## src/dwnld_pkg.sv

```systemverilog
/*
 * Shared definitions for the ROM download path.
 * Holds the HPS download index codes, the address widths and the two
 * payload types that travel through the pipeline stages. RTL and the
 * testbench checker refer to these by scoped name.
 */

package dwnld_pkg;

    // Download index codes as sent by the HPS
    localparam logic [7:0] ROM_INDEX = 8'd0;
    localparam logic [7:0] DIP_INDEX = 8'd254;

    // HPS byte address width
    localparam int HPS_AW = 27;

    // Word address width covering the whole HPS byte space
    localparam int WORD_AW = HPS_AW - 1;

    // Default SDRAM word address width
    localparam int SDRAMW_DEF = 23;

    // One ROM byte as it leaves the decode stage
    typedef struct packed {
        logic [HPS_AW-1:0] addr;
        logic [7:0]        data;
    } rom_byte_t;

    // One SDRAM programming write
    // Mask bits set mean the byte lane is not written
    typedef struct packed {
        logic [WORD_AW-1:0] addr;
        logic [15:0]        data;
        logic [1:0]         mask;
        logic [1:0]         ba;
    } prog_word_t;

endpackage

```

## src/dwnld_stage.sv

```systemverilog
/*
 * Pipeline holding register with valid and stall.
 * The payload type is a parameter, so the same register carries the
 * decoded ROM bytes and the SDRAM write words. A new item is taken
 * whenever the register is empty or the next stage is not stalling.
 */

module dwnld_stage #(
    parameter type payload_t = logic [7:0]
) (
    input  logic     clk_rom,
    input  logic     rst,
    input  logic     in_valid,
    input  payload_t in_item,
    output logic     ready,
    output logic     out_valid,
    output payload_t out_item,
    input  logic     stall
);

    // Load possible when empty or draining this cycle
    assign ready = ~out_valid | ~stall;

    always_ff @(posedge clk_rom) begin
        if (rst) begin
            out_valid <= 1'b0;
        end else if (ready) begin
            out_valid <= in_valid;
        end
    end

    // Item loads only when a valid item is taken
    always_ff @(posedge clk_rom) begin
        if (ready && in_valid) begin
            out_item <= in_item;
        end
    end

    // A stalled item stays in place until the next stage takes it
    hold_while_stalled: assert property (
        @(posedge clk_rom) disable iff (rst)
        (out_valid && stall) |=> (out_valid && $stable(out_item))
    ) else $error("stage item changed while stalled");

endmodule

```

## src/dwnld_decode.sv

```systemverilog
/*
 * Decode stage of the ROM download path.
 * Each accepted HPS write is sorted by its download index. ROM data
 * becomes a byte item for the next holding register, DIP-switch data
 * is written into dipsw one byte lane at a time, anything else is
 * dropped. Also drives hps_wait and keeps the downloading level.
 */

module dwnld_decode (
    input  logic                      clk_rom,
    input  logic                      rst,
    // HPS download stream
    input  logic                      hps_download,
    input  logic [7:0]                hps_index,
    input  logic                      hps_wr,
    input  logic [dwnld_pkg::HPS_AW-1:0] hps_addr,
    input  logic [7:0]                hps_dout,
    // Pipeline status
    input  logic                      stage_ready,
    input  logic                      pipe_empty,
    // Item towards the first holding register
    output logic                      item_valid,
    output dwnld_pkg::rom_byte_t      item,
    // Level outputs
    output logic                      hps_wait,
    output logic [31:0]               dipsw,
    output logic                      downloading
);

    logic accepted;
    logic is_rom;
    logic is_dip;

    // Source waits while the first stage is full and stalled
    assign hps_wait = ~stage_ready;

    // Byte transferred on hps_wr with no wait
    assign accepted = hps_wr & ~hps_wait & hps_download;

    assign is_rom = hps_index == dwnld_pkg::ROM_INDEX;
    assign is_dip = hps_index == dwnld_pkg::DIP_INDEX;

    assign item_valid = accepted & is_rom;
    assign item       = '{addr: hps_addr, data: hps_dout};

    // DIP switch lane picked by the two low address bits
    always_ff @(posedge clk_rom) begin
        if (rst) begin
            dipsw <= 32'd0;
        end else if (accepted && is_dip) begin
            dipsw[{hps_addr[1:0], 3'b000} +: 8] <= hps_dout;
        end
    end

    // Stays high until the last ROM byte has left both stages
    always_ff @(posedge clk_rom) begin
        if (rst) begin
            downloading <= 1'b0;
        end else begin
            downloading <= hps_download | (downloading & ~pipe_empty);
        end
    end

    // Source must respect the wait level coming back from the stages
    no_wr_during_wait: assert property (
        @(posedge clk_rom) disable iff (rst)
        !(hps_wr && hps_wait)
    ) else $error("hps_wr pulsed while hps_wait was high");

endmodule

```

## src/dwnld_bank_map.sv

```systemverilog
/*
 * Bank-mapping stage of the ROM download path.
 * Turns one ROM byte into an SDRAM word write. The image is split into
 * four banks by the start parameters; the bank is the highest one whose
 * start is at or below the word address and the written address is the
 * offset inside that bank. Purely combinational, it feeds the last
 * holding register that drives the prog_* ports.
 */

module dwnld_bank_map #(
    parameter int          SDRAMW    = dwnld_pkg::SDRAMW_DEF,
    parameter int unsigned BA1_START = 32'h0010_0000,
    parameter int unsigned BA2_START = 32'h0020_0000,
    parameter int unsigned BA3_START = 32'h0030_0000
) (
    input  dwnld_pkg::rom_byte_t  in_item,
    output dwnld_pkg::prog_word_t word
);

    localparam int AW = dwnld_pkg::WORD_AW;

    // Bank starts at word address width
    localparam logic [AW-1:0] BA1_W = AW'(BA1_START);
    localparam logic [AW-1:0] BA2_W = AW'(BA2_START);
    localparam logic [AW-1:0] BA3_W = AW'(BA3_START);

    // Keeps only the bits the SDRAM address bus can carry
    localparam logic [AW-1:0] SDRAM_MASK = AW'((64'd1 << SDRAMW) - 64'd1);

    logic [AW-1:0] word_addr;
    logic [AW-1:0] bank_base;
    logic [AW-1:0] offset;
    logic [1:0]    bank;

    // Two bytes per SDRAM word
    assign word_addr = in_item.addr[dwnld_pkg::HPS_AW-1:1];

    always_comb begin
        if (word_addr >= BA3_W) begin
            bank      = 2'd3;
            bank_base = BA3_W;
        end else if (word_addr >= BA2_W) begin
            bank      = 2'd2;
            bank_base = BA2_W;
        end else if (word_addr >= BA1_W) begin
            bank      = 2'd1;
            bank_base = BA1_W;
        end else begin
            bank      = 2'd0;
            bank_base = '0;
        end
    end

    assign offset = word_addr - bank_base;

    always_comb begin
        word.addr = offset & SDRAM_MASK;
        // Same byte on both lanes and the mask picks the one written
        word.data = {in_item.data, in_item.data};
        // Even byte goes to the low lane and odd byte to the high lane
        word.mask = in_item.addr[0] ? 2'b01 : 2'b10;
        word.ba   = bank;
    end

    // Bank layout checked at elaboration
    if (!(BA1_START < BA2_START && BA2_START < BA3_START)) begin : g_bad_banks
        $error("bank start addresses must be strictly increasing");
    end

    if (SDRAMW > AW) begin : g_bad_width
        $error("SDRAMW wider than the downloaded word address");
    end

endmodule

```

## src/rom_dwnld.sv

```systemverilog
/*
 * ROM download path, top level.
 * The HPS byte stream goes through a decode stage and a bank-mapping
 * stage, each followed by a holding register, and comes out as SDRAM
 * programming writes. prog_we stays high until prog_rdy, and the
 * resulting back-pressure reaches the HPS as hps_wait.
 */

module rom_dwnld #(
    parameter int          SDRAMW    = dwnld_pkg::SDRAMW_DEF,
    parameter int unsigned BA1_START = 32'h0010_0000,
    parameter int unsigned BA2_START = 32'h0020_0000,
    parameter int unsigned BA3_START = 32'h0030_0000
) (
    input  logic                         clk_rom,
    input  logic                         rst,
    // HPS download stream
    input  logic                         hps_download,
    input  logic [7:0]                   hps_index,
    input  logic                         hps_wr,
    input  logic [dwnld_pkg::HPS_AW-1:0] hps_addr,
    input  logic [7:0]                   hps_dout,
    output logic                         hps_wait,
    output logic                         downloading,
    output logic [31:0]                  dipsw,
    // SDRAM programming
    output logic [SDRAMW-1:0]            prog_addr,
    output logic [15:0]                  prog_data,
    output logic [1:0]                   prog_mask,
    output logic [1:0]                   prog_ba,
    output logic                         prog_we,
    input  logic                         prog_rdy
);

    logic                  dec_valid;
    dwnld_pkg::rom_byte_t  dec_item;
    logic                  byte_ready;
    logic                  byte_valid;
    dwnld_pkg::rom_byte_t  byte_item;
    dwnld_pkg::prog_word_t map_word;
    logic                  prog_ready;
    dwnld_pkg::prog_word_t prog_word;
    logic                  pipe_empty;

    assign pipe_empty = ~byte_valid & ~prog_we;

    dwnld_decode u_decode (
        .clk_rom      ( clk_rom      ),
        .rst          ( rst          ),
        .hps_download ( hps_download ),
        .hps_index    ( hps_index    ),
        .hps_wr       ( hps_wr       ),
        .hps_addr     ( hps_addr     ),
        .hps_dout     ( hps_dout     ),
        .stage_ready  ( byte_ready   ),
        .pipe_empty   ( pipe_empty   ),
        .item_valid   ( dec_valid    ),
        .item         ( dec_item     ),
        .hps_wait     ( hps_wait     ),
        .dipsw        ( dipsw        ),
        .downloading  ( downloading  )
    );

    dwnld_stage #(.payload_t(dwnld_pkg::rom_byte_t)) u_byte_stage (
        .clk_rom   ( clk_rom     ),
        .rst       ( rst         ),
        .in_valid  ( dec_valid   ),
        .in_item   ( dec_item    ),
        .ready     ( byte_ready  ),
        .out_valid ( byte_valid  ),
        .out_item  ( byte_item   ),
        .stall     ( ~prog_ready )
    );

    dwnld_bank_map #(
        .SDRAMW    ( SDRAMW    ),
        .BA1_START ( BA1_START ),
        .BA2_START ( BA2_START ),
        .BA3_START ( BA3_START )
    ) u_bank_map (
        .in_item ( byte_item ),
        .word    ( map_word  )
    );

    // Last register holds the write until the SDRAM side takes it
    dwnld_stage #(.payload_t(dwnld_pkg::prog_word_t)) u_prog_stage (
        .clk_rom   ( clk_rom              ),
        .rst       ( rst                  ),
        .in_valid  ( byte_valid           ),
        .in_item   ( map_word             ),
        .ready     ( prog_ready           ),
        .out_valid ( prog_we              ),
        .out_item  ( prog_word            ),
        .stall     ( prog_we & ~prog_rdy  )
    );

    assign prog_addr = prog_word.addr[SDRAMW-1:0];
    assign prog_data = prog_word.data;
    assign prog_mask = prog_word.mask;
    assign prog_ba   = prog_word.ba;

endmodule

```

## config.mk

```make
export PLATFORM = sky130hd
export DESIGN_NAME = rom_dwnld
export DESIGN_NICKNAME = d
export VERILOG_FILES = /design/src/dwnld_pkg.sv /design/src/dwnld_stage.sv /design/src/dwnld_decode.sv /design/src/dwnld_bank_map.sv /design/src/rom_dwnld.sv
export SDC_FILE = /design/constraint.sdc
export NUM_CORES = 1
export LEC_CHECK = 0
export BUFFER_PORTS_ARGS = -buffer_cell sky130_fd_sc_hd__buf_2
export CORE_UTILIZATION = 50
export CTS_CLUSTER_SIZE = 12
export DETAILED_ROUTE_END_ITERATION = 12
export GPL_TIMING_DRIVEN = 0
export PLACE_DENSITY = 0.79
export SLEW_MARGIN = 20
export SYNTH_ARGS = -nofsm -noshare
export SYNTH_HDL_FRONTEND = slang
export SYNTH_SLANG_ARGS = --single-unit
```

## constraint.sdc

```tcl
create_clock -name clk_rom -period 4.6 [get_ports clk_rom]
set_input_delay 0.46 -clock clk_rom [delete_from_list [all_inputs] [get_ports clk_rom]]
set_output_delay 0.46 -clock clk_rom [all_outputs]
set_load 0.02 [all_outputs]
```

# Yosys cells after proc, flatten, opt, wreduce, memory -nomap -nowiden
# Cells that the tools add are included.
dict set report totals {
  regBits 113
  out_inout_bits 78
  wordCells 46
}
dict set report classes {
  add_sub_neg 2
  magnitude_cmp 3
  eq_ne 1
  n_shift 2
  muxes 7
  bitwise 15
  reduce_logical 5
}
# operator n
set op_table {}
lappend op_table {{26-bit by 22-bit greater-or-equal comparator with 1-bit output (second input constant)} 2}
lappend op_table {{32-bit bitwise mux} 1}
lappend op_table {{8-bit by 7-bit variable shift with 32-bit output (first input constant)} 1}
lappend op_table {{8-bit by 7-bit indexed part select with 32-bit output} 1}
lappend op_table {{26-bit by 21-bit greater-or-equal comparator with 1-bit output (second input constant)} 1}
lappend op_table {{23-bit two-way mux} 1}
lappend op_table {{23-bit subtractor} 1}
lappend op_table {{22-bit two-way mux} 1}
lappend op_table {{21-bit two-way mux} 1}
lappend op_table {{8-bit == test (second input constant)} 1}
lappend op_table {{8-bit zero test} 1}
lappend op_table {{5-bit negation with 7-bit output} 1}
lappend op_table {{1-bit AND} 6}
lappend op_table {{1-bit inverter} 6}
lappend op_table {{1-bit logical AND} 3}
lappend op_table {{1-bit OR} 3}
lappend op_table {{1-bit two-way mux} 2}
lappend op_table {{2-bit two-way mux} 1}
lappend op_table {{2-bit OR reduction} 1}

# Longest topological paths before layout
# Gate-level depths: netlist of run 1.
dict set report depth {
  depth_word 9
  mapped_depth 8
  depth_no_buf 6
}

# Cells and area by module
# Synthesis of run 1 repeated with hierarchy kept, for this count alone.
dict set report hier_totals {
  cells_unflattened 349
  area_unflattened_um2 4842.1
}
# module instances cells_each area_each_um2 seq_area_each_um2
set by_module_without_submodules {}
lappend by_module_without_submodules {dwnld_decode 1 203 1921.8 660.6}
lappend by_module_without_submodules {{dwnld_stage (u_prog_stage)} 1 51 1420.1 1401.3}
lappend by_module_without_submodules {{dwnld_stage (u_byte_stage)} 1 40 1089.8 1071.0}
lappend by_module_without_submodules {dwnld_bank_map 1 52 389.1 0.0}
lappend by_module_without_submodules {rom_dwnld 1 3 21.3 0.0}

# Worst setup path after synthesis of run 1
# Ideal clock, no wire load.
dict set report synth_timing {
  kind {input to register}
  from {in prog_rdy}
  to {reg u_prog_stage.out_item[0] (netlist name) (enable)}
  setup_time_ns 0.481
  t_arrival_ns 3.082
  t_required_ns 4.119
  slack_ns 1.037
  path_stages 2
  path_cell_list {inv_1 -> a21boi_0}
}
dict set report synth_between {
  elab_chain_len 5
}
# item line_no
set synth_lines {}
lappend synth_lines {{start, declared} rom_dwnld.sv:32} ;# input logic prog_rdy
lappend synth_lines {{1-bit inverter} rom_dwnld.sv:94} ;# .stall ( prog_we & ~prog_rdy )
lappend synth_lines {{1-bit AND} rom_dwnld.sv:94}
lappend synth_lines {{1-bit inverter} dwnld_stage.sv:22} ;# assign ready = ~out_valid | ~stall;
lappend synth_lines {{1-bit OR} dwnld_stage.sv:22}
lappend synth_lines {{1-bit logical AND} dwnld_stage.sv:34} ;# if (ready && in_valid) begin
lappend synth_lines {{end signal, assigned} dwnld_stage.sv:35} ;# out_item <= in_item;
lappend synth_lines {{end, declared} dwnld_stage.sv:17} ;# output payload_t out_item,
# No other way between the ends.
# A chain may end at the register's enable or synchronous reset.

==> summary.txt, run 1 <==
Floorplan
  • FP Rows: 31
  • Core area: 7410 µm²
  • Die width: approximately 90 µm
  • DIE AREA: just over 8000 µm²
  • Initial Util: 52.8%
  • Die H: 90.5 µm
  • I/O pin count: 126

Timing
  • Worst Skew: ~0.0063 ns
  • Worst Hold Slack: 0.279 ns
  • Highest clock rate: 533 MHz
  • Setup TNS Final: 0 ns
  • Final setup viols: 0
  • Normalized max-slew margin: between 50% and 60%
  • Slew @ Worst Pin: 0.742 ns
  • Final hold vios: 0
  • Final Max Tran Viols: 0
  • Period minus WS final: 1.88 ns
  • Final worst path period share: around 41%
  • RSZ-0062 raised after global routing: no

Synthesis
  • Synth Flop Type: edfxtp_1
  • Mapped Nets: about 330
  • Synth Cell Area: around 3900 µm²
  • Count of different cell masters after synthesis: 33
  • Seq/Total Area, Yosys: 71.6%
  • Asr flop ratio synth: 0%
  • Number of synthesized flops with an enable pin: 70
  • Synth Instances: 277
  • Synthesis Warnings: 0
  • Syn Area/Cell: 14.1 µm²
  • Post-synthesis register bit count: 105

Power and ir drop
  • Internal power: 1.23 mW
  • Sequential Power Share: 63.6%
  • Peak supply drop: around 0.00016 V
  • P_leak: 1.92 nW
  • Sw power: 0.343 mW
  • Comb pwr share: 4.3%
  • Clock Power Share: 32.2%
  • Cell Pwr Density: 323 nW/µm²
  • Tot Pwr: 1.57 mW
  • Switching share of power: 21.8%

Run
  • Max Cap Viol: 0

Clocking
  • Post_cts resized: 0
  • Worst-case clock buffer depth: 2
  • Hold_buf cts: 0
  • H-tree depth: 3
  • CTS buffer count: 9
  • CTS sink count: 105
  • Worst skew pair latency: between 0.3 and 0.4 ns
  • Post-CTS setup buffer count: 0
  • Root buf cell: clkbuf_8
  • CTS tree: done
  • Clock-pin slew on the worst setup and hold paths: 0.10 ns

Routing
  • DRC: 0
  • Post-route ant nets: 0
  • Drt pass-1 iters: 4
  • Total wire length: 7770 µm
  • Starting DRT DRC Count: 104
  • Vias/cell: 5.16
  • Routed WL per cell: 15.0 µm
  • Vias: between 2000 and 3000

Global route
  • Grt ovf: 0
  • First-pass GRT wire length: 12500 µm
  • Vias in the first global route: roughly 2500
  • Largest net degree at the start of global routing: 36
  • Initial antenna violation count: 0
  • Global-route total usage across every layer: 19.7%

Worst setup path
  • Slowest CP cell: nor4_1
  • Data required, critical path: between 4 and 5 ns
  • CP startpoint kind: flop
  • Max stage delay on crit path: roughly 0.46 ns
  • Worst Path Buf+Inv: 1
  • Crit. End Element: flop
  • CP max FO: 3
  • Critical path cell sequence: nor4_1 -> nand2_1 -> ha_1 -> inv_1 -> fa_1
  • Crit path max-delay family: adder cells
  • CP Class: flop to flop
  • CP arrival: 1.97 ns

Cells and area
  • Ant diodes: 0
  • Layout cells sized above 1: 39.6%
  • Final nets: 467
  • Area delta synth->final: 24.2%

Place
  • PortBufs: between 100 and 150
  • Placer congestion estimate: between 0.8 and 0.9
  • Hpwl dp: 5650 µm

Hold path
  • Path type of the worst min-delay path: primary input to flop

Status
  • Status: finished, final reports clean
-- sequential cells by signal (all words and copies together) (netlist names) --
name	count
u_byte_stage.out_item	35
u_prog_stage.out_item	35
u_decode.dipsw	32
u_byte_stage.out_valid	1
u_decode.downloading	1
u_prog_stage.out_valid	1
-- layer usage --
layer  track usage [%]  up-vias  part of all wire [%]
met2              31.9      117                    48
met1              26.5     1262                    44
li1                  -     1278                     -
met4              5.91        0                  0.88
met3              4.55        8                   7.0
met5                 0        -                     0
-- layout by cell type (no fill, tap or decap), types with 2 or more instances in the layout --
cell	n
and3_1	2
a21oi_1	3
nor4_1	2
o21ai_0	31
nand4_1	4
o21ai_1	2
nand3_1	18
dfxtp_1	35
nor2b_1	2
edfxtp_1	70
clkbuf_2	4
buf_4	8
and4_2	4
nand2_1	18
ha_1	6
clkbuf_1	4
inv_4	2
clkbuf_8	9
and2_1	2
inv_1	10
nand4_4	4
clkinvlp_4	2
nand3b_1	32
nor2_1	3
buf_2	126
-- cells in the mapped netlist (3+ instances only) --
| library cell | number | area share, % |
|---|---|---|
| dfxtp_1 | 35 | 18 |
| buf_2 | 3 | 0.38 |
| o21ai_0 | 31 | 4.0 |
| buf_4 | 8 | 1.5 |
| nand4_4 | 4 | 2.2 |
| a21oi_1 | 3 | 0.38 |
| inv_1 | 11 | 1.1 |
| clkbuf_2 | 4 | 0.51 |
| nand4_1 | 4 | 0.64 |
| nor2_1 | 3 | 0.29 |
| and4_2 | 4 | 1.0 |
| nand3_1 | 18 | 2.3 |
| nand2_1 | 18 | 1.7 |
| edfxtp_1 | 70 | 54 |
| nand3b_1 | 32 | 6.1 |
| ha_1 | 6 | 1.9 |
-- logic make-up after synthesis --
logic type	count (synthesis)	share of synthesized area, %
flops	105	71.6
simple gates	98	17.1
compound gates	37	4.80
buf+inv	29	3.77
fa+ha+maj	7	2.43
xor+xnor	1	0.224
-- power groups by stage --
stage	Sequential (mW)	Clock [mW]	Combinational, mW
floorplan	1.02	0	0.0302
global placement	1.02	0	0.0638
detailed placement	1.02	0	0.0665
CTS	0.999	0.512	0.0668
global route	0.999	0.548	0.0737
finish	0.999	0.506	0.0670
-- cell type report --
type / count / area, µm²
inverter: 11 / 41.3
clock inverter: 5 / 38.8
buffer: 18 / 106
fill: 566 / 2550
timing repair buffer: 124 / 643
clock buffer: 11 / 131
multi-input combinational: 143 / 973
sequential: 105 / 2800
tap: 99 / 124
-- final timing paths --
check / to / depth (start not counted) / start / slack, ns
hold / removal: u_byte_stage.out_item[20] / 1 / hps_addr[12] / 0.28
setup / recovery: u_prog_stage.out_item[41] / 5 / u_byte_stage.out_item[31] / 2.72
hold reg to reg: u_prog_stage.out_item[34] / 0 / u_byte_stage.out_item[23] / 0.42
setup reg to reg: u_prog_stage.out_item[41] / 5 / u_byte_stage.out_item[31] / 2.72
-- metrics by stage --
step | util, % | setup WS [ns] | instances | area [µm²]
after floorplan | - | 1.04 | 277 | 3910
after global placement | 62.8 | 0.0414 | 499 | 4650
after detailed placement | 63.3 | 2.45 | 500 | 4690
after CTS | 65.6 | 2.69 | 516 | 4860
after global routing | 65.6 | 2.53 | 516 | 4860
final | 65.6 | 2.72 | 516 | 4860
(Power assumes the default switching activity.)
==> inputs of run 2 (changes only) <==
--- a/config.mk
+++ b/config.mk
@@ -6,11 +6,11 @@
 export NUM_CORES = 1
 export LEC_CHECK = 0
 export BUFFER_PORTS_ARGS = -buffer_cell sky130_fd_sc_hd__buf_2
-export CORE_UTILIZATION = 50
+export CORE_UTILIZATION = 45
 export CTS_CLUSTER_SIZE = 12
 export DETAILED_ROUTE_END_ITERATION = 12
 export GPL_TIMING_DRIVEN = 0
-export PLACE_DENSITY = 0.79
+export PLACE_DENSITY = 0.75
 export SLEW_MARGIN = 20
 export SYNTH_ARGS = -nofsm -noshare
 export SYNTH_HDL_FRONTEND = slang
==> constraint.sdc (replaced) <==
create_clock -name clk_rom -period 1.7 [get_ports clk_rom]
set_input_delay 0.17 -clock clk_rom [delete_from_list [all_inputs] [get_ports clk_rom]]
set_output_delay 0.17 -clock clk_rom [all_outputs]
set_load 0.02 [all_outputs]
==> run 2 against run 1 <==
The run now ends with setup timing left; critical path depth stayed put; global-route usage is 0.98 points higher; clock power grew to 2.9 times the previous value; clock skew is 0.0047 ns higher; register-to-register slack worse by 2.7 ns; routed wire length is 15% higher; die area is 11% higher; cell count is 7.2% higher.
==> summary.txt, run 2 (synthesized netlist as in run 1, its figures left out) <==
Run
  • Max Cap Viol: 0 (unchanged)

Cells and area
  • Area delta synth->final: 33.3%
  • Ant diodes: 0 (unchanged)
  • FF/Latch Area: 2810 µm² (+0.13%)
  • Commonest non-fill, non-tap cell in the layout: buf_2
  • Filler cells: 652 (+15%)
  • Final nets: 498 (+6.6%)
  • Final core utilization: 62.9% (-2.8 points)
  • Final Instance Area: 5220 µm² (+7.3%)
  • Most frequent cells in the layout: 126 x buf_2, 70 x edfxtp_1, 34 x dfxtp_1
  • Largest regs: u_byte_stage.out_item: 35 flops, u_prog_stage.out_item: 35 flops, u_decode.dipsw: 32 flops
  • Area of the multi-input gates: 996 µm² (+2.3%)
  • Layout cells sized above 1: 39.7% (+0.16 points)

Timing
  • Final hold vios: 0 (unchanged)
  • Final setup viols: 1 (+1)
  • Worst Hold Slack: 0.0373 ns (-0.242 ns)
  • Setup TNS Final: -0.0224 ns (-0.0224 ns)
  • Normalized max-slew margin: 62.5% (+12 points)
  • RSZ-0062 raised after global routing: yes
  • Final Max Tran Viols: 0 (unchanged)
  • Final worst path period share: 101% (+61 points)
  • Highest clock rate: 581 MHz (+8.9%)
  • Final Worst Setup Slack: -0.0224 ns (-2.75 ns)
  • Slew @ Worst Pin: 0.561 ns (-0.181 ns)
  • Worst Skew: 0.0109 ns (+0.00468 ns)
  • Period minus WS final: 1.72 ns (-0.153 ns)

Floorplan
  • Initial Util: 47.1% (-5.7 points)
  • I/O pin count: 126 (unchanged)
  • FP Rows: 33 (+6.5%)
  • DIE AREA: 9070 µm² (+11%)
  • Die width: 95.2 µm (+5.3%)
  • Core area: 8300 µm² (+12%)
  • Die H: 95.2 µm (+5.3%)

Routing
  • Routed met1 length: 3830 µm (+13%)
  • Vias/cell: 5.05 (-2.2%)
  • Routed WL per cell: 16.2 µm (+7.5%)
  • Post-route ant nets: 0 (unchanged)
  • Starting DRT DRC Count: 106 (+1.9%)
  • Total wire length: 8950 µm (+15%)
  • Met2 wire length: 4240 µm (+13%)
  • Drt pass-1 iters: 4 (unchanged)
  • Met3 WL: 806 µm (+49%)
  • Vias: 2793 (+4.8%)
  • Uppermost layer routed: met4
  • DRC: 0 (unchanged)

Worst setup path
  • CP arrival: 1.84 ns (-0.13 ns)
  • Reg2reg start: u_byte_stage.out_item[32]
  • Data required, critical path: 1.81 ns (-2.89 ns)
  • CP startpoint kind: flop
  • CP Class: flop to flop
  • CP max FO: 2 (-1)
  • Worst r2r dst: u_prog_stage.out_item[41]
  • Crit. End Element: flop
  • FF-to-FF path depth: 5 (unchanged)
  • Setup slack, reg-to-reg: -0.02 ns (-2.75 ns)

Global route
  • Largest net degree at the start of global routing: 23 (-36%)
  • Vias in the first global route: 2695 (+8.0%)
  • Grt ovf: 0 (unchanged)
  • First-pass GRT wire length: 13700 µm (+9.9%)
  • Global-route total usage across every layer: 20.7% (+0.98 points)
  • Initial antenna violation count: 0 (unchanged)

Place
  • Placed cell area: 4710 µm² (+0.45%)
  • Placer congestion estimate: 0.809 (-3.5%)
  • Hpwl dp: 6050 µm (+7.1%)
  • PortBufs: 123 (unchanged)

Clocking
  • Worst skew pair latency: 0.36 ns (about the same)
  • H-tree depth: 3 (unchanged)
  • CTS buffer count: 9 (unchanged)
  • Root buf cell: clkbuf_8
  • CTS sink count: 105 (unchanged)
  • Clock-pin slew on the worst setup and hold paths: 0.10 ns (about the same)
  • Worst-case clock buffer depth: 2 (unchanged)
  • CTS tree: done

Hold path
  • Hold depth: 3 (+2)
  • Path type of the worst min-delay path: primary input to flop
  • Hold wc startpoint: hps_download
  • Hold worst-path end: u_decode.downloading

Status
  • Status: complete, but fails checks
  • Failing checks: setup timing

Power and ir drop
  • Peak supply drop: 0.000364 V (+120%)
  • Cell Pwr Density: 840 nW/µm² (+160%)
  • P_leak: 2.06 nW (+7.1%)
-- run 2: how the worst max path moves through the flow --
stage | start | end | slack, ns | cells past startpoint
floorplan | u_prog_stage.out_valid | u_prog_stage.out_item[0] | -0.12 | 1
global placement | u_prog_stage.out_valid | u_prog_stage.out_item[21] | -0.51 | 1
detailed placement | prog_rdy | u_byte_stage.out_item[5] | -0.36 | 5
CTS | u_byte_stage.out_item[32] | u_prog_stage.out_item[41] | -0.04 | 5
global route | u_byte_stage.out_item[32] | u_prog_stage.out_item[41] | -0.09 | 5
finish | u_byte_stage.out_item[32] | u_prog_stage.out_item[41] | -0.02 | 5
-- run 2: layer usage --
layer  GRT usage (%)  vias up
met2            34.9      123
met1            25.2     1316
met5               0        -
met3            5.90        8
li1                -     1346
met4            7.45        0
-- run 2: cell type report --
type                            count  share of cell area [%]
Clock inverter                      7                    1.08
Sequential cell                   105                    53.8
Buffer                             18                    2.04
Clock buffer                        9                    2.37
Tap cell                          105                    2.52
Timing Repair inverter              1                   0.144
Inverter                           11                   0.864
Multi-Input combinational cell    143                    19.1
Timing Repair Buffer              154                    18.1
-- run 2: worst max-delay path, stage by stage, from the launching register on --
cell and delay [ns]:
edfxtp_1 0.43, nor4_4 0.32, nand2_1 0.09, ha_2 0.18, inv_2 0.05, fa_1 0.41
-- run 2: timing repair --
| action | 4_1_cts | 5_1_grt |
|---|---|---|
| endpoints found under the hold margin | 24 | 1 |
| resized for setup | 4 | 1 |
| hold buffers | 24 | 1 |
| pin swaps | 3 | 0 |
| setup endpoints to repair | 36 | 21 |
| buffers inserted | 5 | 0 |
| gates cloned | 1 | 0 |
-- run 2: power breakdown --
group / internal [mW] / leakage [nW] / switching [mW]
Clock: 0.556 / 0.0925 / 0.890
Sequential: 2.70 / 0.905 / 0.000894
Combinational: 0.115 / 1.06 / 0.118
Total: 3.37 / 2.06 / 1.01
-- run 2: per-stage QoR --
step | total power [mW] | std cells | setup slack [ns]
6_report | 4.38 | 553 | -0.0224
5_1_grt | 4.52 | 553 | -0.0907
4_1_cts | 4.39 | 552 | -0.0364
3_5_place_dp | 2.94 | 506 | -0.355
3_3_place_gp | 2.94 | 505 | -0.515
2_1_floorplan | 2.84 | 277 | -0.121
==> inputs of run 3 (changes only) <==
--- a/config.mk
+++ b/config.mk
@@ -6,10 +6,10 @@
 export NUM_CORES = 1
 export LEC_CHECK = 0
 export BUFFER_PORTS_ARGS = -buffer_cell sky130_fd_sc_hd__buf_2
+export CORE_ASPECT_RATIO = 0.5
 export CORE_UTILIZATION = 45
 export CTS_CLUSTER_SIZE = 12
 export DETAILED_ROUTE_END_ITERATION = 12
-export GPL_TIMING_DRIVEN = 0
 export PLACE_DENSITY = 0.75
 export SLEW_MARGIN = 20
 export SYNTH_ARGS = -nofsm -noshare
==> run 3 against run 2 <==
Die area increased by 0.25%; via count down 6.2%; highest routed layer unchanged; largest power group unchanged; the flow now finishes without violations; worst hold slack worse by 0.023 ns; sequential share of layout area increased by 0.21 points.
==> summary.txt, run 3 (synthesized netlist as in run 1, its figures left out) <==
Status
  • Status: finished, final reports clean

Global route
  • First-pass GRT wire length: 12300 µm (-10%)
  • Largest net degree at the start of global routing: 36 (+57%)
  • Global-route total usage across every layer: 18.5% (-2.2 points)
  • Initial antenna violation count: 0 (unchanged)
  • Grt ovf: 0 (unchanged)
  • Vias in the first global route: 2448 (-9.2%)

Worst setup path
  • CP arrival: 1.74 ns (-0.10 ns)
  • Crit. End Element: flop
  • Worst r2r dst: u_prog_stage.out_item[41]
  • Data required, critical path: 1.78 ns (-0.03 ns)
  • CP startpoint kind: flop
  • CP max FO: 2 (unchanged)
  • FF-to-FF path depth: 5 (unchanged)
  • Setup slack, reg-to-reg: 0.04 ns (+0.07 ns)
  • CP Class: flop to flop
  • Reg2reg start: u_byte_stage.out_item[32]

Hold path
  • Hold worst-path end: u_byte_stage.out_item[16]
  • Path type of the worst min-delay path: primary input to flop
  • Hold wc startpoint: hps_addr[8]
  • Hold depth: 1 (-2)

Cells and area
  • Final core utilization: 63.4% (+0.50 points)
  • Final nets: 478 (-4.0%)
  • Layout cells sized above 1: 38.6% (-1.2 points)
  • Most frequent cells in the layout: 125 x buf_2, 70 x edfxtp_1, 34 x dfxtp_1
  • Ant diodes: 0 (unchanged)
  • Largest regs: u_byte_stage.out_item: 35 flops, u_prog_stage.out_item: 35 flops, u_decode.dipsw: 32 flops
  • Final Instance Area: 5200 µm² (-0.38%)
  • Area delta synth->final: 32.8%
  • Commonest non-fill, non-tap cell in the layout: buf_2
  • Layout Cells excl Fill: 540 (-2.4%)

Timing
  • Slew @ Worst Pin: 0.450 ns (-0.111 ns)
  • Final hold vios: 0 (unchanged)
  • Setup TNS Final: 0 ns (+0.0224 ns)
  • Final setup viols: 0 (-1)
  • Worst Skew: 0.00513 ns (-0.00581 ns)
  • Final Max Tran Viols: 0 (unchanged)
  • Final Worst Setup Slack: 0.0433 ns (+0.0657 ns)
  • RSZ-0062 raised after global routing: yes
  • Final worst path period share: 97.5% (-3.9 points)
  • Normalized max-slew margin: 69.9% (+7.4 points)
  • Period minus WS final: 1.66 ns (-0.0657 ns)
  • Worst Hold Slack: 0.0146 ns (-0.0226 ns)
  • Highest clock rate: 604 MHz (+4.0%)

Clocking
  • CTS buffer count: 9 (unchanged)
  • H-tree depth: 3 (unchanged)
  • Clock-pin slew on the worst setup and hold paths: 0.06 ns (-0.04 ns)
  • CTS tree: done
  • CTS sink count: 105 (unchanged)
  • Root buf cell: clkbuf_16
  • Worst-case clock buffer depth: 2 (unchanged)
  • Worst skew pair latency: 0.34 ns (-0.02 ns)

Floorplan
  • Initial Util: 47.7% (+0.56 points)
  • I/O pin count: 126 (unchanged)
  • Core area: 8200 µm² (-1.2%)
  • Die width: 134 µm (+41%)
  • FP Rows: 23 (-30%)
  • DIE AREA: 9090 µm² (+0.25%)
  • Die H: 67.9 µm (-29%)

Run
  • Max Cap Viol: 0 (unchanged)

Place
  • Worst slack at placement: 0.000227 ns (+0.355 ns)
  • Placer congestion estimate: 0.754 (-6.8%)
  • Placed cell area: 4700 µm² (-0.32%)
  • Hpwl dp: 5630 µm (-7.0%)
  • Placed cell count: 506 (unchanged)
  • PortBufs: 125 (+1.6%)

Routing
  • Total wire length: 8250 µm (-7.8%)
  • Vias: 2619 (-6.2%)
  • Met2 wire length: 4220 µm (-0.54%)
  • Starting DRT DRC Count: 118 (+11%)
  • Vias/cell: 4.85 (-4.0%)
  • Uppermost layer routed: met4
  • DRC: 0 (unchanged)
  • Met3 WL: 423 µm (-48%)
  • Drt pass-1 iters: 4 (unchanged)
  • Post-route ant nets: 0 (unchanged)
  • Routed met1 length: 3570 µm (-6.7%)
  • Routed WL per cell: 15.3 µm (-5.6%)

Power and ir drop
  • Clock Power Share: 42.1% (+9.1 points)
  • Switching share of power: 18.9% (-4.1 points)
  • Tot Pwr: 5.04 mW (+15%)
  • Cell Pwr Density: 971 nW/µm² (+16%)
  • Sw power: 0.955 mW (-5.4%)
  • Sequential Power Share: 53.6% (-8.1 points)
  • Comb pwr share: 4.3% (-1.0 points)
  • P_leak: 2.04 nW (-1.1%)
  • Peak supply drop: 0.000534 V (+46%)
  • Internal power: 4.09 mW (+21%)
-- run 3: cell types whose count changed in the layout (fill, tap and decap cells not counted), sizes merged --
cell	delta
dlygate4sd3	-8
clkbuf	-5
bufinv	+2
clkinvlp	-1
inv	-3
buf	-5
-- run 3: repair_timing --
action | 4_1_cts | 5_1_grt
endpoints found under the setup margin | 0 | 1
gates resized for setup | 0 | 3
hold buffers | 10 | 7
buffers inserted | 0 | 1
hold endpoints to repair | 10 | 7
-- run 3: cell type report --
class / instances / area (µm²)
clock inverters: 6 / 81.3
multi-input cells: 143 / 991
repair buffers: 153 / 903
flip-flops and latches: 105 / 2810
inverters: 11 / 45.0
fillers: 665 / 3010
well taps: 112 / 140
clock buffers: 10 / 229
-- run 3: worst max-delay path: stages (launching register included) --
cell	delay [ns]
edfxtp_1	0.41
nor4_4	0.30
nand2_1	0.09
ha_2	0.17
inv_2	0.05
fa_1	0.39
-- run 3: worst max path at each step --
stage	endpoint	slack, ns	cells past startpoint	start
final	u_prog_stage.out_item[41]	0.04	5	u_byte_stage.out_item[32]
after global placement	u_prog_stage.out_item[41]	0.06	5	u_byte_stage.out_item[31]
after detailed placement	u_prog_stage.out_item[41]	0.0002	5	u_byte_stage.out_item[31]
after CTS	u_prog_stage.out_item[41]	0.0009	5	u_byte_stage.out_item[31]
after global routing	u_prog_stage.out_item[41]	-0.02	5	u_byte_stage.out_item[32]
after floorplan	u_prog_stage.out_item[0]	-0.12	1	u_prog_stage.out_valid
-- run 3: power by group through the flow --
stage          clock [mW]  sequential [mW]  combinational (mW)
2_1_floorplan           0             2.76              0.0820
3_3_place_gp            0             2.76               0.179
3_5_place_dp            0             2.76               0.181
4_1_cts              2.18             2.70               0.201
5_1_grt              2.28             2.70               0.231
6_report             2.12             2.70               0.215
-- run 3: routing by layer --
| layer | up-vias | GRT usage, % |
|---|---|---|
| li1 | 1310 | - |
| met2 | 72 | 32.1 |
| met3 | 4 | 5.33 |
| met4 | 0 | 5.97 |
| met5 | - | 0 |
| met1 | 1233 | 22.7 |
